## src/rtl/lander_pkg.sv

```systemverilog
/*
  types and constants shared by the lander i/o glue blocks
  key positions follow the handheld controller bitmap, 1 = pressed
  audio constants assume a 50 MHz clk_50
*/
package lander_pkg;

  ////////////////////////////////////////////////////////////
  // plain vector types
  ////////////////////////////////////////////////////////////

  // one controller key bitmap
  typedef logic [15:0] pad_key_t;
  // thrust level handed to the game
  typedef logic [7:0]  thrust_t;
  // 0 easiest, 3 hardest
  typedef logic [1:0]  difficulty_t;
  // bit 0 is lamp2, bit 3 is lamp5
  typedef logic [3:0]  lamp_bits_t;
  // unsigned game audio
  typedef logic [7:0]  audio_sample_t;
  // r in [23:16], b in [7:0]
  typedef logic [23:0] rgb24_t;
  // one game colour channel
  typedef logic [2:0]  color3_t;

  ////////////////////////////////////////////////////////////
  // grouped signals
  ////////////////////////////////////////////////////////////

  // levels towards the game core
  typedef struct packed {
    logic select_l;
    logic start_l;
    logic turn_l_l;
    logic turn_r_l;
    logic coin_l;
    logic abort_l;
    // held levels, active high
    logic thrust_up;
    logic thrust_down;
    logic select_held;
  } game_ctrl_t;

  // raw game video
  typedef struct packed {
    color3_t r;
    color3_t g;
    color3_t b;
    logic    hs;
    logic    vs;
    logic    hblank;
    logic    vblank;
  } game_video_t;

  ////////////////////////////////////////////////////////////
  // constants
  ////////////////////////////////////////////////////////////

  // key bit positions
  localparam int KEY_LEFT   = 2;
  localparam int KEY_RIGHT  = 3;
  localparam int KEY_A      = 4;
  localparam int KEY_B      = 5;
  localparam int KEY_L1     = 8;
  localparam int KEY_R1     = 9;
  localparam int KEY_SELECT = 14;
  localparam int KEY_START  = 15;

  // top of the thrust range
  localparam thrust_t THRUST_MAX = 8'd254;

  // mclk toggles at 50 MHz * INC / MOD, about 24.576 MHz, so 12.288 MHz clock
  localparam int MCLK_INC = 245760;
  localparam int MCLK_MOD = 500000;

  // sclk is mclk / 4
  localparam int SCLK_DIV_BITS = 2;
  // bits per channel, of which the first ones carry data
  localparam int I2S_SLOT_BITS   = 32;
  localparam int I2S_ACTIVE_BITS = 16;

endpackage

```

## src/rtl/difficulty_indicator.sv

```systemverilog
/*
  difficulty comes from the highest lit lamp, one clock later
  overlay stays on for OVERLAY_HOLD_CYCLES after Select is released
*/
`timescale 1ns/100ps

module difficulty_indicator #(
  parameter int OVERLAY_HOLD_CYCLES = 500000000
) (
  input  logic                    clk_50,
  input  logic                    i_rst_n,
  input  lander_pkg::lamp_bits_t  i_lamps,
  input  logic                    i_select_held,
  output lander_pkg::difficulty_t o_difficulty,
  output logic                    o_overlay_en
);
  import lander_pkg::*;

  localparam int HOLD_W = $clog2(OVERLAY_HOLD_CYCLES + 1);
  localparam logic [HOLD_W-1:0] HOLD_LOAD = HOLD_W'(OVERLAY_HOLD_CYCLES);

  difficulty_t       level;
  logic [HOLD_W-1:0] hold_cnt;
  logic [HOLD_W-1:0] hold_next;

  ////////////////////////////////////////////////////////////
  // lamp decode
  ////////////////////////////////////////////////////////////

  // lamp5 highest, lamp2 alone means easiest
  always_comb begin
    if (i_lamps[3]) begin
      level = 2'd3;
    end else if (i_lamps[2]) begin
      level = 2'd2;
    end else if (i_lamps[1]) begin
      level = 2'd1;
    end else begin
      level = 2'd0;
    end
  end

  ////////////////////////////////////////////////////////////
  // overlay hold timer
  ////////////////////////////////////////////////////////////

  // reload while held, then count down to zero
  always_comb begin
    if (i_select_held) begin
      hold_next = HOLD_LOAD;
    end else if (hold_cnt != '0) begin
      hold_next = hold_cnt - 1'b1;
    end else begin
      hold_next = '0;
    end
  end

  // enable taken from the next count, so it rises with the reload
  always_ff @(posedge clk_50 or negedge i_rst_n) begin
    if (!i_rst_n) begin
      o_difficulty <= '0;
      hold_cnt     <= '0;
      o_overlay_en <= 1'b0;
    end else begin
      o_difficulty <= level;
      hold_cnt     <= hold_next;
      o_overlay_en <= (hold_next != '0);
    end
  end

endmodule

```

## src/rtl/i2s_audio_tx.sv

```systemverilog
/*
  mclk, sclk and lrck are made from clk_50 with clock enables
  each channel is 32 sclk long, 16 data bits MSB first then zeros
  the sample is captured when lrck falls and reused for the right channel
*/
`timescale 1ns/100ps

module i2s_audio_tx (
  input  logic                      clk_50,
  input  logic                      i_rst_n,
  input  lander_pkg::audio_sample_t i_audio,
  output logic                      o_mclk,
  output logic                      o_sclk,
  output logic                      o_lrck,
  output logic                      o_dac
);
  import lander_pkg::*;

  localparam int ACC_W  = $clog2(MCLK_MOD + MCLK_INC);
  localparam int SLOT_W = $clog2(I2S_SLOT_BITS);

  // 16-bit word, leading 0 then audio[7:1], twice
  function automatic logic [I2S_ACTIVE_BITS-1:0] audio_word(input audio_sample_t s);
    return {1'b0, s[7:1], 1'b0, s[7:1]};
  endfunction

  logic [ACC_W-1:0]           mclk_acc;
  logic [ACC_W-1:0]           acc_sum;
  logic                       mclk_wrap;
  logic                       mclk_rise;
  logic [SCLK_DIV_BITS-1:0]   sclk_div;
  logic                       sclk_fall;
  logic [SLOT_W-1:0]          slot_cnt;
  logic                       slot_last;
  logic [I2S_ACTIVE_BITS-1:0] shift_q;
  logic [I2S_ACTIVE_BITS-1:0] load_word;
  audio_sample_t              sample_q;

  ////////////////////////////////////////////////////////////
  // fractional mclk
  ////////////////////////////////////////////////////////////

  assign acc_sum   = mclk_acc + ACC_W'(MCLK_INC);
  assign mclk_wrap = (acc_sum >= ACC_W'(MCLK_MOD));
  // mclk is about to go high
  assign mclk_rise = mclk_wrap & ~o_mclk;

  always_ff @(posedge clk_50 or negedge i_rst_n) begin
    if (!i_rst_n) begin
      mclk_acc <= '0;
      o_mclk   <= 1'b0;
    end else if (mclk_wrap) begin
      mclk_acc <= acc_sum - ACC_W'(MCLK_MOD);
      o_mclk   <= ~o_mclk;
    end else begin
      mclk_acc <= acc_sum;
    end
  end

  ////////////////////////////////////////////////////////////
  // sclk divider
  ////////////////////////////////////////////////////////////

  always_ff @(posedge clk_50 or negedge i_rst_n) begin
    if (!i_rst_n) begin
      sclk_div <= '0;
    end else if (mclk_rise) begin
      sclk_div <= sclk_div + 1'b1;
    end
  end

  assign o_sclk = sclk_div[SCLK_DIV_BITS-1];
  // divider wraps, sclk goes low
  assign sclk_fall = mclk_rise & (sclk_div == '1);

  ////////////////////////////////////////////////////////////
  // channel framing and shifter
  ////////////////////////////////////////////////////////////

  assign slot_last = (slot_cnt == SLOT_W'(I2S_SLOT_BITS - 1));
  // left channel takes a fresh sample, right reuses it
  assign load_word = o_lrck ? audio_word(i_audio) : audio_word(sample_q);

  always_ff @(posedge clk_50 or negedge i_rst_n) begin
    if (!i_rst_n) begin
      slot_cnt <= '0;
      o_lrck   <= 1'b0;
      o_dac    <= 1'b0;
      shift_q  <= '0;
      sample_q <= '0;
    end else if (sclk_fall) begin
      slot_cnt <= slot_cnt + 1'b1;
      if (slot_last) begin
        // new channel, MSB goes out together with the lrck edge
        o_lrck  <= ~o_lrck;
        o_dac   <= load_word[I2S_ACTIVE_BITS-1];
        shift_q <= {load_word[I2S_ACTIVE_BITS-2:0], 1'b0};
        if (o_lrck) begin
          sample_q <= i_audio;
        end
      end else begin
        // zeros fill in once the word is out
        o_dac   <= shift_q[I2S_ACTIVE_BITS-1];
        shift_q <= {shift_q[I2S_ACTIVE_BITS-2:0], 1'b0};
      end
    end
  end

endmodule

```

## src/rtl/lander_io_top.sv

```systemverilog
/*
  glue between the lander game core and the handheld outputs
  single clock domain, everything on clk_50
  tick and hold lengths are set through the two parameters
*/
`timescale 1ns/100ps

module lander_io_top #(
  parameter int THRUST_TICK_CYCLES  = 196850,
  parameter int OVERLAY_HOLD_CYCLES = 500000000
) (
  input  logic                      clk_50,
  input  logic                      i_rst_n,
  // from the pads and the game core
  input  lander_pkg::pad_key_t      i_pad1_key,
  input  lander_pkg::pad_key_t      i_pad2_key,
  input  lander_pkg::lamp_bits_t    i_lamps,
  input  logic                      i_pix_en,
  input  lander_pkg::game_video_t   i_video,
  input  lander_pkg::audio_sample_t i_audio,
  // towards the game core and overlay
  output lander_pkg::game_ctrl_t    o_game_ctrl,
  output lander_pkg::thrust_t       o_thrust,
  output lander_pkg::difficulty_t   o_difficulty,
  output logic                      o_overlay_en,
  // video out
  output lander_pkg::rgb24_t        o_rgb,
  output logic                      o_de,
  output logic                      o_hs,
  output logic                      o_vs,
  // i2s out
  output logic                      o_mclk,
  output logic                      o_sclk,
  output logic                      o_lrck,
  output logic                      o_dac
);

  ////////////////////////////////////////////////////////////
  // controls
  ////////////////////////////////////////////////////////////

  pad_input_mapper u_pad_input_mapper (
    .clk_50     (clk_50),
    .i_rst_n    (i_rst_n),
    .i_pad1_key (i_pad1_key),
    .i_pad2_key (i_pad2_key),
    .o_ctrl     (o_game_ctrl)
  );

  // held A and B drive the ramp
  thrust_ramp #(
    .THRUST_TICK_CYCLES (THRUST_TICK_CYCLES)
  ) u_thrust_ramp (
    .clk_50        (clk_50),
    .i_rst_n       (i_rst_n),
    .i_thrust_up   (o_game_ctrl.thrust_up),
    .i_thrust_down (o_game_ctrl.thrust_down),
    .o_thrust      (o_thrust)
  );

  difficulty_indicator #(
    .OVERLAY_HOLD_CYCLES (OVERLAY_HOLD_CYCLES)
  ) u_difficulty_indicator (
    .clk_50        (clk_50),
    .i_rst_n       (i_rst_n),
    .i_lamps       (i_lamps),
    .i_select_held (o_game_ctrl.select_held),
    .o_difficulty  (o_difficulty),
    .o_overlay_en  (o_overlay_en)
  );

  ////////////////////////////////////////////////////////////
  // video and audio
  ////////////////////////////////////////////////////////////

  video_out_stage u_video_out_stage (
    .clk_50   (clk_50),
    .i_rst_n  (i_rst_n),
    .i_pix_en (i_pix_en),
    .i_video  (i_video),
    .o_rgb    (o_rgb),
    .o_de     (o_de),
    .o_hs     (o_hs),
    .o_vs     (o_vs)
  );

  i2s_audio_tx u_i2s_audio_tx (
    .clk_50  (clk_50),
    .i_rst_n (i_rst_n),
    .i_audio (i_audio),
    .o_mclk  (o_mclk),
    .o_sclk  (o_sclk),
    .o_lrck  (o_lrck),
    .o_dac   (o_dac)
  );

endmodule

```

## src/rtl/pad_input_mapper.sv

```systemverilog
/*
  both pads are asynchronous and pass a two-flop synchroniser
  a key counts as pressed when it is pressed on either pad
  o_ctrl follows a pad change after exactly two clocks
*/
`timescale 1ns/100ps

module pad_input_mapper (
  input  logic                   clk_50,
  input  logic                   i_rst_n,
  input  lander_pkg::pad_key_t   i_pad1_key,
  input  lander_pkg::pad_key_t   i_pad2_key,
  output lander_pkg::game_ctrl_t o_ctrl
);
  import lander_pkg::*;

  // first and second sync stage per pad
  pad_key_t pad1_meta;
  pad_key_t pad1_sync;
  pad_key_t pad2_meta;
  pad_key_t pad2_sync;
  pad_key_t merged;

  ////////////////////////////////////////////////////////////
  // synchroniser
  ////////////////////////////////////////////////////////////

  always_ff @(posedge clk_50 or negedge i_rst_n) begin
    if (!i_rst_n) begin
      pad1_meta <= '0;
      pad1_sync <= '0;
      pad2_meta <= '0;
      pad2_sync <= '0;
    end else begin
      pad1_meta <= i_pad1_key;
      pad1_sync <= pad1_meta;
      pad2_meta <= i_pad2_key;
      pad2_sync <= pad2_meta;
    end
  end

  // either pad presses the key
  assign merged = pad1_sync | pad2_sync;

  ////////////////////////////////////////////////////////////
  // key map
  ////////////////////////////////////////////////////////////

  always_comb begin
    // game side is active low
    o_ctrl.select_l    = ~merged[KEY_SELECT];
    o_ctrl.start_l     = ~merged[KEY_START];
    o_ctrl.turn_l_l    = ~merged[KEY_LEFT];
    o_ctrl.turn_r_l    = ~merged[KEY_RIGHT];
    // r1 drops a coin, l1 aborts
    o_ctrl.coin_l      = ~merged[KEY_R1];
    o_ctrl.abort_l     = ~merged[KEY_L1];
    // held levels for thrust and overlay
    o_ctrl.thrust_up   = merged[KEY_A];
    o_ctrl.thrust_down = merged[KEY_B];
    o_ctrl.select_held = merged[KEY_SELECT];
  end

  // select path from both pads, two clocks, both polarities agree
  a_select_path: assert property (
    @(posedge clk_50) disable iff (!i_rst_n)
    ($past(i_rst_n, 2) && $past(i_rst_n)) |->
      (o_ctrl.select_held == $past(i_pad1_key[KEY_SELECT] | i_pad2_key[KEY_SELECT], 2)) &&
      (o_ctrl.select_l == ~o_ctrl.select_held)
  );

endmodule

```

## src/rtl/thrust_ramp.sv

```systemverilog
/*
  thrust moves one step per tick while A or B is held
  A wins when both are held, range is 0 to THRUST_MAX
  THRUST_TICK_CYCLES must be at least 2
*/
`timescale 1ns/100ps

module thrust_ramp #(
  parameter int THRUST_TICK_CYCLES = 196850
) (
  input  logic                clk_50,
  input  logic                i_rst_n,
  input  logic                i_thrust_up,
  input  logic                i_thrust_down,
  output lander_pkg::thrust_t o_thrust
);
  import lander_pkg::*;

  localparam int TICK_W = (THRUST_TICK_CYCLES > 1) ? $clog2(THRUST_TICK_CYCLES) : 1;
  localparam logic [TICK_W-1:0] TICK_LAST = TICK_W'(THRUST_TICK_CYCLES - 1);

  logic [TICK_W-1:0] tick_cnt;
  logic              tick;

  ////////////////////////////////////////////////////////////
  // tick divider
  ////////////////////////////////////////////////////////////

  assign tick = (tick_cnt == TICK_LAST);

  always_ff @(posedge clk_50 or negedge i_rst_n) begin
    if (!i_rst_n) begin
      tick_cnt <= '0;
    end else if (tick) begin
      tick_cnt <= '0;
    end else begin
      tick_cnt <= tick_cnt + 1'b1;
    end
  end

  ////////////////////////////////////////////////////////////
  // saturating thrust value
  ////////////////////////////////////////////////////////////

  always_ff @(posedge clk_50 or negedge i_rst_n) begin
    if (!i_rst_n) begin
      o_thrust <= '0;
    end else if (tick) begin
      // up first, down only if up is blocked
      if (i_thrust_up && (o_thrust < THRUST_MAX)) begin
        o_thrust <= o_thrust + 1'b1;
      end else if (i_thrust_down && (o_thrust != '0)) begin
        o_thrust <= o_thrust - 1'b1;
      end
    end
  end

  a_thrust_limit: assert property (
    @(posedge clk_50) disable iff (!i_rst_n)
    o_thrust <= THRUST_MAX
  );

endmodule

```

## src/rtl/video_out_stage.sv

```systemverilog
/*
  all registers advance only on cycles with i_pix_en high
  3-bit colour widens to 8 bits by bit replication
  sync outputs are one-update pulses on the rising edge of the game sync
*/
`timescale 1ns/100ps

module video_out_stage (
  input  logic                    clk_50,
  input  logic                    i_rst_n,
  input  logic                    i_pix_en,
  input  lander_pkg::game_video_t i_video,
  output lander_pkg::rgb24_t      o_rgb,
  output logic                    o_de,
  output logic                    o_hs,
  output logic                    o_vs
);
  import lander_pkg::*;

  // c, c, c[2:1] fills 8 bits
  function automatic logic [7:0] expand3(input color3_t c);
    return {c, c, c[2:1]};
  endfunction

  logic   blank;
  rgb24_t rgb_next;
  // sync levels from the last update
  logic   hs_prev;
  logic   vs_prev;

  ////////////////////////////////////////////////////////////
  // colour and blanking
  ////////////////////////////////////////////////////////////

  assign blank = i_video.hblank | i_video.vblank;

  always_comb begin
    if (blank) begin
      rgb_next = '0;
    end else begin
      rgb_next = {expand3(i_video.r), expand3(i_video.g), expand3(i_video.b)};
    end
  end

  ////////////////////////////////////////////////////////////
  // output registers
  ////////////////////////////////////////////////////////////

  always_ff @(posedge clk_50 or negedge i_rst_n) begin
    if (!i_rst_n) begin
      o_rgb   <= '0;
      o_de    <= 1'b0;
      o_hs    <= 1'b0;
      o_vs    <= 1'b0;
      hs_prev <= 1'b0;
      vs_prev <= 1'b0;
    end else if (i_pix_en) begin
      o_rgb   <= rgb_next;
      o_de    <= ~blank;
      // rising edge of the game sync
      o_hs    <= i_video.hs & ~hs_prev;
      o_vs    <= i_video.vs & ~vs_prev;
      hs_prev <= i_video.hs;
      vs_prev <= i_video.vs;
    end
  end

  a_blank_black: assert property (
    @(posedge clk_50) disable iff (!i_rst_n)
    !o_de |-> (o_rgb == '0)
  );

  // an hs pulse lasts one update only
  a_hs_single: assert property (
    @(posedge clk_50) disable iff (!i_rst_n)
    (i_pix_en && o_hs) |=> !o_hs
  );

endmodule

```

## config.mk

```make
export PLATFORM = sky130hd
export DESIGN_NAME = lander_io_top
export DESIGN_NICKNAME = d
export VERILOG_FILES = /design/src/rtl/lander_pkg.sv /design/src/rtl/difficulty_indicator.sv /design/src/rtl/i2s_audio_tx.sv /design/src/rtl/lander_io_top.sv /design/src/rtl/pad_input_mapper.sv /design/src/rtl/thrust_ramp.sv /design/src/rtl/video_out_stage.sv
export SDC_FILE = /design/constraint.sdc
export NUM_CORES = 1
export LEC_CHECK = 0
export BUFFER_PORTS_ARGS = -buffer_cell sky130_fd_sc_hd__buf_2
export CORE_UTILIZATION = 35
export CTS_CLUSTER_SIZE = 40
export DETAILED_ROUTE_END_ITERATION = 8
export SYNTH_ARGS = -nofsm -noshare
export SYNTH_HDL_FRONTEND = slang
export SYNTH_SLANG_ARGS = --single-unit
```

## constraint.sdc

```tcl
create_clock -name clk_50 -period 4.5 [get_ports clk_50]
set_input_delay 0.9 -clock clk_50 [delete_from_list [all_inputs] [get_ports clk_50]]
set_output_delay 0.9 -clock clk_50 [all_outputs]
set_load 0.02 [all_outputs]
```

## Word level (Yosys, flattened, before mapping)

Index checks and enable logic that the tools add are counted.

| storage, ports and cells | value |
|---|---|
| register bits | 205 |
| bits in latches | 0 |
| RAM bits | 0 |
| memory bits (read-only) | 0 |
| input bits | 60 |
| output and inout port bits | 51 |
| memories | 0 |

| operators by class | value |
|---|---|
| add/subtract/negate cells | 8 |
| multipliers | 0 |
| divide/modulo/power cells | 0 |
| order comparisons | 2 |
| equality and inequality tests | 3 |
| shift-type cells | 0 |
| mux-type cells | 13 |
| bitwise gates (word level) | 17 |
| reduce and logical (&&, ||, !) cells | 9 |

Operators by type and width:

| operator | number |
|---|---|
| two-way mux 29 bit | 2 |
| nonzero test 29 bit | 2 |
| subtractor 29 x 1 -> 29 bit, second input constant | 1 |
| two-way mux 24 bit | 1 |
| adder 20 x 18 -> 20 bit, second input constant | 1 |
| greater-or-equal comparator 20 x 19 -> 1 bit, second input constant | 1 |
| two-way mux 20 bit | 1 |
| subtractor 20 x 19 -> 20 bit, second input constant | 1 |
| adder 18 x 1 -> 18 bit, second input constant | 1 |
| equality test 18 bit, second input constant | 1 |
| two-way mux 18 bit | 1 |
| two-way mux 16 bit | 1 |
| two-way mux 8 bit | 2 |
| OR 16 bit | 1 |
| two-way mux 15 bit | 1 |
| NOT 1 bit | 11 |
| adder 8 x 1 -> 8 bit, second input constant | 1 |
| < comparator 8 bit, second input constant | 1 |
| nonzero test 8 bit | 1 |
| subtractor 8 x 1 -> 8 bit, second input constant | 1 |
| adder 5 x 1 -> 5 bit, second input constant | 1 |
| equality test 5 bit, second input constant | 1 |
| AND 1 bit | 4 |
| two-way mux 2 bit | 2 |
| 8 further kinds | 11 |

## Longest topological paths before layout

Gate-level depths: netlist of the first run.

| logic depth | value |
|---|---|
| depth after elaboration | 5 |
| gate-level depth with buffers | 11 |
| mapped depth without buffers | 10 |

## Modules after synthesis

Synthesis of the first run repeated with hierarchy kept, for this count alone.

| second synthesis, totals | value |
|---|---|
| cells, all modules | 671 |
| area total of the unflattened synthesis | 7358.3 µm² |

Modules (own cells, without submodules):

| module | instances | cells each | area an instance (µm²) |
|---|---|---|---|
| i2s_audio_tx | 1 | 225 | 2537.4 |
| difficulty_indicator | 1 | 197 | 1834.3 |
| thrust_ramp | 1 | 137 | 1443.9 |
| pad_input_mapper | 1 | 41 | 842.1 |
| video_out_stage | 1 | 71 | 700.7 |

## Least setup slack after synthesis of the first run

Ideal clock, no wire load.

| timing | value |
|---|---|
| path type | flip-flop to flip-flop |
| from | register u_thrust_ramp.o_thrust[1] |
| to | register u_thrust_ramp.o_thrust[7] |
| library setup time | 0.132 ns |
| arrival time | 2.825 ns |
| required time | 4.368 ns |
| slack | 1.543 ns |
| cell stages (with the launch flop) | 11 |
| path buffers | 0 |
| clock period less this slack | 2.957 ns |
| path through | dfrtp_1 nand4_1 o21ai_0 ha_1 a21o_1 a21oi_1 o21ai_0 o41ai_1 xor2_1 nor2_1 xor2_1 |

| on the way | value |
|---|---|
| cells in the longest elaborated chain, start to end | 4 |
| elaborated cells on any way between the ends | 10 |
| classes of those cells | add/sub: 2; order compare: 1; mux: 2; reduce/logical: 5 |

RTL lines:

| what | RTL line | text |
|---|---|---|
| start: declaration | thrust_ramp.sv:15 | `output lander_pkg::thrust_t o_thrust` |
| start signal: assignment | thrust_ramp.sv:51 | `o_thrust <= o_thrust + 1'b1;` |
| start signal: assignment | thrust_ramp.sv:53 | `o_thrust <= o_thrust - 1'b1;` |
| start signal: assignment | thrust_ramp.sv:60 | `o_thrust <= THRUST_MAX` |
| < comparator 8 bit / nonzero test 8 bit (equally long branches) | thrust_ramp.sv:50, thrust_ramp.sv:52 |  |
| logical AND 1 bit, on equally long branches | thrust_ramp.sv:50, thrust_ramp.sv:52 |  |
| nonzero test 2 bit (no source line) | -- |  |
| AND reduction 2 bit (no source line) | -- |  |

Parallel ways exist; a longest one is shown, timed or not. The select of a mux whose other input is x is not followed.
A chain may end at the register's enable or synchronous reset.

## Final worst setup path of the first run

| timing | value |
|---|---|
| from | register u_i2s_audio_tx.mclk_acc[14] |
| to | register u_i2s_audio_tx.sample_q[4] |

| on the way | value |
|---|---|
| cells in the longest elaborated chain, start to end | 5 |

RTL lines:

| what | RTL line | text |
|---|---|---|
| start: declaration | i2s_audio_tx.sv:27 | `logic [ACC_W-1:0] mclk_acc;` |
| start signal: assignment | i2s_audio_tx.sv:53 | `mclk_acc <= acc_sum - ACC_W'(MCLK_MOD);` |
| start signal: assignment | i2s_audio_tx.sv:56 | `mclk_acc <= acc_sum;` |
| adder 20 x 18 -> 20 bit | i2s_audio_tx.sv:43 | `assign acc_sum = mclk_acc + ACC_W'(MCLK_INC);` |
| greater-or-equal comparator 20 x 19 -> 1 bit | i2s_audio_tx.sv:44 | `assign mclk_wrap = (acc_sum >= ACC_W'(MCLK_MOD));` |
| AND 1 bit | i2s_audio_tx.sv:46 | `assign mclk_rise = mclk_wrap & ~o_mclk;` |
| AND 1 bit | i2s_audio_tx.sv:74 | `assign sclk_fall = mclk_rise & (sclk_div == '1);` |
| AND reduction 3 bit (no source line) | -- |  |
| end signal: assignment | i2s_audio_tx.sv:99 | `sample_q <= i_audio;` |
| end: declaration | i2s_audio_tx.sv:37 | `audio_sample_t sample_q;` |

No other way between the ends.

==> results of run 1 <==
[logic make-up (layout without fill, tap and decap cells)]
| family | count (synthesis) | in the layout | synth area share [%] |
|---|---|---|---|
| muxes | 23 | 23 | 3.959 |
| DFF | 151 | 151 | 54.35 |
| adders and majority gates | 17 | 17 | 3.167 |
| and+or+nand+nor | 205 | 205 | 16.07 |
| xor gates and xnor gates | 64 | 64 | 8.062 |
| AOI/OAI and AO/OA | 101 | 101 | 9.592 |
| buffers and inverters | 67 | 159 | 4.805 |
[placed cells by master (no fill, tap or decap), types with 9 or more instances in the layout]
| master | instances |
|---|---|
| clkbuf_16 | 17 |
| o211ai_1 | 12 |
| o21ai_0 | 33 |
| nand2_1 | 36 |
| nor2_1 | 63 |
| nand3_1 | 14 |
| a21oi_1 | 17 |
| xor2_1 | 33 |
| buf_2 | 91 |
| nor4_1 | 9 |
| ha_1 | 16 |
| inv_1 | 30 |
| nor3_1 | 19 |
| a22o_1 | 9 |
| dfrtp_1 | 151 |
| xnor2_1 | 31 |
[per-layer routing]
metal | wire length (um) | share of wire, % | global-route usage (%)
met1 | 6424 | 50 | 18.79
met2 | 5841 | 45 | 19.92
met3 | 495 | 3.8 | 3.622
met4 | 190 | 1.5 | 5.942
met5 | 0 | 0 | 0
[sequential cells by signal, summed over array words and instances (netlist names), 8 cells and up]
signal / count
u_thrust_ramp.o_thrust: 8
u_thrust_ramp.tick_cnt: 18
u_i2s_audio_tx.mclk_acc: 15
u_pad_input_mapper.pad2_sync: 8
u_video_out_stage.o_rgb: 9
u_pad_input_mapper.pad1_sync: 8
u_i2s_audio_tx.shift_q: 15
u_pad_input_mapper.pad2_meta: 8
u_difficulty_indicator.hold_cnt: 29
u_pad_input_mapper.pad1_meta: 8
[path summary, 6_finish.rpt]
path,start,to,cells past startpoint
max,u_i2s_audio_tx.mclk_acc[14],u_i2s_audio_tx.sample_q[4],9
min reg2reg,u_pad_input_mapper.pad1_meta[9],u_pad_input_mapper.pad1_sync[9],0
min in group asynchronous,i_rst_n,u_thrust_ramp.tick_cnt[11],1
max in group asynchronous,i_rst_n,u_i2s_audio_tx.mclk_acc[6],2
min,u_pad_input_mapper.pad1_meta[9],u_pad_input_mapper.pad1_sync[9],0
max reg2reg,u_i2s_audio_tx.mclk_acc[14],u_i2s_audio_tx.sample_q[4],9
[through the flow]
step | worst slack, ns | utilization [%]
6_report | 1.465 | 42.03
5_1_grt | 1.237 | 42.03
4_1_cts | 1.472 | 42.03
3_5_place_dp | 1.475 | 38.97
3_3_place_gp | 1.480 | 38.97
2_1_floorplan | 1.543 | -
[where the power goes]
| group | leakage, uW | internal [uW] | switching [uW] |
|---|---|---|---|
| logic | 0.00161 | 62.7 | 118 |
| clock network | 0.000283 | 830 | 596 |
| registers | 0.00184 | 1390 | 17.9 |
| total | 0.00373 | 2280 | 732 |
[worst max-delay path, stage by stage (launching register included)]
cell and delay [ns]:
dfrtp_1 0.48, inv_1 0.10, ha_1 0.34, nor4bb_1 0.34, a41oi_1 0.15, a21bo_2 0.28
a21oi_4 0.14, nor3b_2 0.23, and3_1 0.52, mux2_4 0.34
[layout make-up]
type | count | area [sq um]
clock buffer | 17 | 425.4
clock inverter | 15 | 168.9
fill | 1849 | 11280
inverter | 30 | 112.6
multi-input combinational | 410 | 2845
sequential | 151 | 3779
tap | 265 | 331.6
timing repair buffer | 97 | 516.7
==> flow_metrics.tcl, run 1 <==
set metrics [dict create \
    cts.sink_count 151 \
    p_leak_uw 0.003733 \
    yosys.area.top_type "dfrtp_1" \
    clk_pin_slew_ns 0.06 \
    rsz0062_at_grt "no" \
    outcome "completed" \
    ys_async_sr_fraction_pct 100.0 \
    p_per_area_mw_per_mm2 368.3 \
    endpoint_kind "register" \
    cts_max_level 4 \
    overflow 0 \
    grt_pass1_wl_um 21640 \
    syn_nets 705 \
    grt_pass1_vias 4391 \
    clk_path_buf_depth 2 \
    finalSetupTns_ns 0 \
    vias 4664 \
    io_buffers 92 \
    dieArea_sq_mm 0.02043 \
    grtUsageTotal_pct 13.60 \
    synth_area_sq_mm 0.006953 \
    crit_type "reg -> reg" \
    cts-root-buf "clkbuf_16" \
    drt_wl_total_um 12950 \
    clock-skew-final_ns 0.007505 \
    grt_max_degree 112 \
    synth_ff_type "dfrtp_1" \
    worstPathArrival_ns 3.34 \
    synthCells 628 \
    max_freq_mhz 329.5 \
    die_h_um 142.9 \
    antenna_left 0 \
    yosysMostFrequentCell "dfrtp_1" \
    required_ns 4.81 \
    drt_iter0_markers 229 \
    clk_latency_ns 0.42 \
    hold_ws_ns 0.3449 \
    syn2layout_area_growth_pct 17.64 \
    tightest_slew_ns 1.062 \
    final-setup-viol-count 0 \
    dpl.hpwl_um 8751 \
    yosys-top-cells-count "dfrtp_1, nor2_1, nand2_1" \
    relSlewSlack_pct 28.65 \
    core_sq_mm 0.01946 \
    fin_crit_sh_pct 67.44 \
    gp_congestion 0.7607 \
    synth.area.top_cells "dfrtp_1, xor2_1, xnor2_1" \
    syn_avg_cell_area_sq_um 11.07 \
    cp-start-kind "register" \
    route.detailed.drc 0 \
    crit_fanout 15 \
    yosysWarningCount 0 \
    num-nets-final 784 \
    period_needed_ns 3.035 \
    postCtsHoldBufs 0 \
    drive_gt1_share_pct 22.92 \
    holdCritPathClass "reg -> reg" \
    finalNonFillerCells 985 \
    ir_drop_mv 0.2544 \
    final-hold-violation-count 0 \
    io-pin-count 111 \
    total_power_uw 3012 \
    synth-edff-count 0 \
    cap_violations 0 \
    placementRows 51 \
    wl_per_cell_um 13.15 \
    yosysSeqAreaShare_pct 54.35 \
    synth_top_area_share_pct 54.35 \
    vias_per_cell 4.735 \
    antennaDiodeCount 0 \
    regToRegSetupSlack_ns 1.47 \
    drv_slew 0 \
    cts_made_buffers 17 \
    dr.pass1.iters 5 \
    initial_core_util_pct 35.72 \
    postCtsResizedCells 0 \
    dpl.cell_count 953 \
    cts_setup_buffers 0 \
    dieWidth_um 142.9 \
    cts_tree "yes" \
    antenna_found_initial 0 \
    synth-seq-cells 151 \
    synth_cell_type_count 60 \
    post_dp_cell_area_sq_mm 0.007585 \
    design_area_sq_mm 0.008179 \
]
Power figures use the tool's default switching activity.
==> inputs of run 2 (changes only) <==
- clock period: 4.5 -> 3 ns (I/O delays scaled with it)
==> flow_metrics.tcl, run 2 (synthesized netlist as in run 1, its figures left out) <==
set metrics [dict create \
    dpl.hpwl_um 9305 \
    reg_top3 "u_difficulty_indicator.hold_cnt: 29 flops, u_thrust_ramp.tick_cnt: 18 flops" \
    dieArea_sq_mm 0.02043 \
    multi_input_area_sq_mm 0.002845 \
    io_buffers 92 \
    drt_wl_total_um 13370 \
    power_switching_share_pct 23.59 \
    cp-start-kind "register" \
    postCtsResizedCells 0 \
    io-pin-count 111 \
    p_leak_uw 0.003844 \
    cts_made_buffers 17 \
    largest_register "u_difficulty_indicator.hold_cnt" \
    placementRows 51 \
    period_needed_ns 2.694 \
    holdCritPathClass "in -> async" \
    cts_max_level 4 \
    final-hold-violation-count 0 \
    p_comb_share_pct 6.2 \
    dpl.cell_count 968 \
    reg2reg_to "u_i2s_audio_tx.sample_q[1]" \
    antenna_found_initial 0 \
    initial_core_util_pct 35.72 \
    rr_worst_depth 10 \
    regToRegSetupSlack_ns 0.31 \
    crit_type "reg -> reg" \
    vias 4743 \
    seq_power_share_pct 44.7 \
    cts_tree "yes" \
    endpoint_kind "register" \
    drv_slew 0 \
    final_common_cell "dfrtp_1" \
    tightest_slew_ns 0.5394 \
    cap_violations 0 \
    clk_path_buf_depth 2 \
    cts.sink_count 151 \
    fin_crit_sh_pct 89.79 \
    cts_setup_buffers 0 \
    grt_max_degree 52 \
    required_ns 3.30 \
    total_power_uw 4722 \
    ir_drop_mv 0.4065 \
    antenna_left 0 \
    worstPathArrival_ns 3.00 \
    clk_pin_slew_ns 0.07 \
    r2r-start "u_i2s_audio_tx.mclk_acc[15]" \
    p_switching_uw 1114 \
    postCtsHoldBufs 0 \
    crit_fanout 7 \
    grt_pass1_wl_um 22630 \
    clock-skew-final_ns 0.01086 \
    largest_register_ffs 29 \
    dr.pass1.iters 4 \
    antennaDiodeCount 0 \
    vias_per_cell 4.743 \
    clk_latency_ns 0.43 \
    relSlewSlack_pct 63.78 \
    syn2layout_area_growth_pct 20.08 \
    finalSetupTns_ns 0 \
    drt_iter0_markers 268 \
    outcome "completed" \
    hold_ws_ns 0.1163 \
    finalNonFillerCells 1000 \
    max_freq_mhz 371.2 \
    die_h_um 142.9 \
    final-setup-viol-count 0 \
    drive_gt1_share_pct 24.49 \
    dieWidth_um 142.9 \
    crit_end "u_i2s_audio_tx.sample_q[1]" \
    grtUsageTotal_pct 14.31 \
    pwr-share-clk_pct 49.1 \
    seq_area_sq_mm 0.003779 \
    wl_per_cell_um 13.37 \
    num-nets-final 799 \
    final_cell_mix "dfrtp_1, buf_2, nor2_1, nand2_1" \
    route.detailed.drc 0 \
    core_sq_mm 0.01946 \
    p_per_area_mw_per_mm2 565.6 \
    grt_pass1_vias 4604 \
    num-fill-cells 1819 \
    gp_congestion 0.8061 \
    crit_path_start "u_i2s_audio_tx.mclk_acc[15]" \
    overflow 0 \
    p_int_uw 3608 \
    cts-root-buf "clkbuf_16" \
    rsz0062_at_grt "no" \
]
==> run 2: cell types whose count changed in the layout (fill, tap and decap cells not counted), sizes merged <==
| cell | delta |
|---|---|
| buf | +15 |
| clkinvlp | -3 |
| bufinv | +2 |
| inv | +1 |
==> run 2: worst min path at each step <==
stage / to / cells past startpoint
after floorplan: u_difficulty_indicator.hold_cnt[0] / 0
after global placement: u_pad_input_mapper.pad1_sync[9] / 0
after detailed placement: u_pad_input_mapper.pad1_sync[2] / 0
after CTS: u_thrust_ramp.tick_cnt[0] / 1
after global routing: u_thrust_ramp.o_thrust[1] / 1
final: u_thrust_ramp.o_thrust[2] / 1
==> run 2: worst max-delay path, stage by stage, from the launching register on <==
cell and delay [ns]:
dfrtp_1 0.43, inv_1 0.06, ha_1 0.31, nor4bb_1 0.31, a41oi_1 0.14, a21bo_2 0.25
a21oi_4 0.07, nor3b_2 0.31, and3_1 0.20, buf_4 0.19, mux2_4 0.31
==> run 2: area by class of cell <==
type | count | area share [%]
clock inverter | 15 | 2.563
clock buffer | 17 | 5.095
tap | 265 | 3.971
timing repair buffer | 112 | 7.688
sequential | 151 | 45.26
inverter | 30 | 1.349
multi-input combinational | 410 | 34.08
==> run 2: metrics by stage <==
stage	area (sq um)	setup WS (ns)	utilization, %
after floorplan	6953	0.04299	-
after global placement	7710	0.3597	39.61
final	8349	0.3063	42.90
after detailed placement	7710	0.2882	39.61
after CTS	8349	0.2701	42.90
after global routing	8349	0.07860	42.90
==> run 2: metal layers <==
metal  track usage, %  routed length (um)  part of all wire, %
met5                0                   0                    0
met4            4.584                 121                 0.90
met3            4.326                 565                  4.2
met2            21.64                6051                   45
met1            19.50                6632                   50
==> run 2: power by group through the flow <==
stage / clock, uW / combinational [uW] / sequential [uW]
final: 2320 / 294 / 2110
after detailed placement: 0 / 299 / 2150
after CTS: 2380 / 300 / 2110
after global routing: 2470 / 331 / 2110
after global placement: 0 / 297 / 2150
after floorplan: 0 / 151 / 2160
==> inputs of run 3 (changes only) <==
- ABC_AREA: default -> 1
- PLACE_DENSITY_LB_ADDON: default -> 0.15
==> flow_metrics.tcl, run 3 <==
set metrics [dict create \
    crit_slowest_cell "dfrtp_1" \
    yosys.area.top_type "dfrtp_1" \
    grt_pass1_vias 5645 \
    postCtsResizedCells 0 \
    clock-skew-final_ns 0.008781 \
    overflow 0 \
    synth-edff-count 0 \
    period_needed_ns 2.526 \
    finalSetupTns_ns 0 \
    crit_path_start "u_i2s_audio_tx.mclk_acc[14]" \
    holdCritPathClass "in -> async" \
    final_common_cell "nand2_1" \
    postCtsHoldBufs 0 \
    num-fill-cells 2132 \
    dr.pass1.iters 5 \
    dieWidth_um 149.3 \
    syn_avg_cell_area_sq_um 8.183 \
    crit_type "reg -> reg" \
    endpoint_kind "register" \
    max_stage_delay_ns 0.40 \
    gp_congestion 0.8390 \
    outcome "completed" \
    grt_pass1_wl_um 27690 \
    relSlewSlack_pct 57.63 \
    drv_slew 0 \
    core_sq_mm 0.02115 \
    fin_crit_sh_pct 84.20 \
    cts_max_level 4 \
    clk_latency_ns 0.43 \
    largest_register_ffs 29 \
    worst-path-buf-inv 2 \
    dieArea_sq_mm 0.02229 \
    p_per_area_mw_per_mm2 501.0 \
    num-nets-final 1091 \
    route.detailed.drc 0 \
    final-hold-violation-count 0 \
    cts_made_buffers 17 \
    ys_async_sr_fraction_pct 100.0 \
    final-setup-viol-count 0 \
    yosysMostFrequentCell "nand2_1" \
    syn2layout_area_growth_pct 16.43 \
    grt_max_degree 65 \
    synth_ff_type "dfrtp_1" \
    synth_cell_type_count 40 \
    r2r-start "u_i2s_audio_tx.mclk_acc[14]" \
    final_cell_mix "nand2_1, dfrtp_1, inv_1, nor2_1, buf_2" \
    wl_per_cell_um 12.63 \
    reg_top3 "u_difficulty_indicator.hold_cnt: 29 flops, u_thrust_ramp.tick_cnt: 18 flops" \
    synth-seq-cells 151 \
    cts.sink_count 151 \
    yosysSeqAreaShare_pct 49.76 \
    clk_path_buf_depth 2 \
    crit_fanout 29 \
    cap_violations 0 \
    total_power_uw 4429 \
    largest_register "u_difficulty_indicator.hold_cnt" \
    cts_tree "yes" \
    critical_path.most_common_cell "nor2_2" \
    yosys-top-cells-count "nand2_1, dfrtp_1, inv_1" \
    max_freq_mhz 395.9 \
    required_ns 3.29 \
    io-pin-count 111 \
    synth_area_sq_mm 0.007594 \
    syn_nets 1005 \
    initial_core_util_pct 35.90 \
    synth.area.top_cells "dfrtp_1, nand2_1, inv_1" \
    ir_drop_mv 0.3023 \
    dpl.hpwl_um 11920 \
    drt_iter0_markers 318 \
    synth_top_area_share_pct 49.76 \
    rsz0062_at_grt "no" \
    clk_pin_slew_ns 0.06 \
    vias 5963 \
    drt_wl_total_um 16440 \
    cts_setup_buffers 0 \
    cts-root-buf "clkbuf_16" \
    synthCells 928 \
    drive_gt1_share_pct 14.62 \
    cp-start-kind "register" \
    p_leak_uw 0.004323 \
    yosysWarningCount 0 \
    grtUsageTotal_pct 15.82 \
    crit_family "simple AND/OR/NAND/NOR gates" \
    antenna_left 0 \
    antenna_found_initial 1 \
    crit_path_cell_trace "inv_1 -> ha_1 -> xnor2_2 -> nor2_2 -> nand3_1 -> nor2_1 -> nor2_2 -> nand2_4 -> nand3_4 -> inv_2 -> o21ai_0" \
    vias_per_cell 4.580 \
    tightest_slew_ns 0.6355 \
    worstPathArrival_ns 2.81 \
    io_buffers 92 \
    die_h_um 149.3 \
    placementRows 53 \
]
[run 3: final cells by class]
type | count | area, sq um | share of cell area [%]
diodes | 1 | 2.502 | 0.02830
clock inverters | 12 | 117.6 | 1.330
well taps | 275 | 344.1 | 3.892
flip-flops and latches | 151 | 3779 | 42.74
clock buffers | 19 | 432.9 | 4.897
inverters | 134 | 503.0 | 5.689
repair buffers | 102 | 566.8 | 6.411
multi-input cells | 608 | 3095 | 35.01
[run 3: path summary, 6_finish.rpt]
path	end	slack, ns	cells past startpoint
min	u_i2s_audio_tx.mclk_acc[9]	0.16	1
max reg2reg	u_i2s_audio_tx.shift_q[6]	0.47	11
min reg2reg	u_pad_input_mapper.pad1_sync[2]	0.35	0
max	u_i2s_audio_tx.shift_q[6]	0.47	11
min in group clk_50	u_pad_input_mapper.pad2_meta[5]	0.28	1
max in group asynchronous	u_difficulty_indicator.hold_cnt[11]	2.13	2
[run 3: stage by stage]
stage | util [%] | hold WS (ns) | setup WS (ns) | instances | instance area, sq um
3_5_place_dp | 39.18 | 0.3355 | 0.4382 | 1270 | 8288
6_report | 41.79 | 0.1590 | 0.4741 | 1302 | 8841
3_3_place_gp | 39.18 | 0.3321 | 0.4890 | 1270 | 8288
4_1_cts | 41.78 | 0.1797 | 0.4435 | 1301 | 8838
2_1_floorplan | - | 0.3044 | 0.7970 | 928 | 7594
5_1_grt | 41.78 | 0.2059 | 0.1955 | 1301 | 8838
[run 3: routing by layer]
metal	vias up	global-route usage [%]	share of wire [%]
met1	2749	21.89	50
li1	3118	-	-
met4	0	4.490	1.3
met5	-	0	0
met2	78	24.33	46
met3	18	4.037	3.4
[run 3: where the power goes]
part | switching [uW] | total [uW] | internal, uW
Combinational | 209 | 305 | 96.0
Sequential | 23.8 | 2110 | 2080
Clock | 871 | 2020 | 1150
Total | 1100 | 4430 | 3330
[run 3: kinds of logic after synthesis]
group / share of synthesized area (%)
simple gates: 25.80
mux: 0.1483
flops: 49.76
xor+xnor: 4.597
buf+inv: 9.507
compound gates: 7.283
fa+ha+maj: 2.900
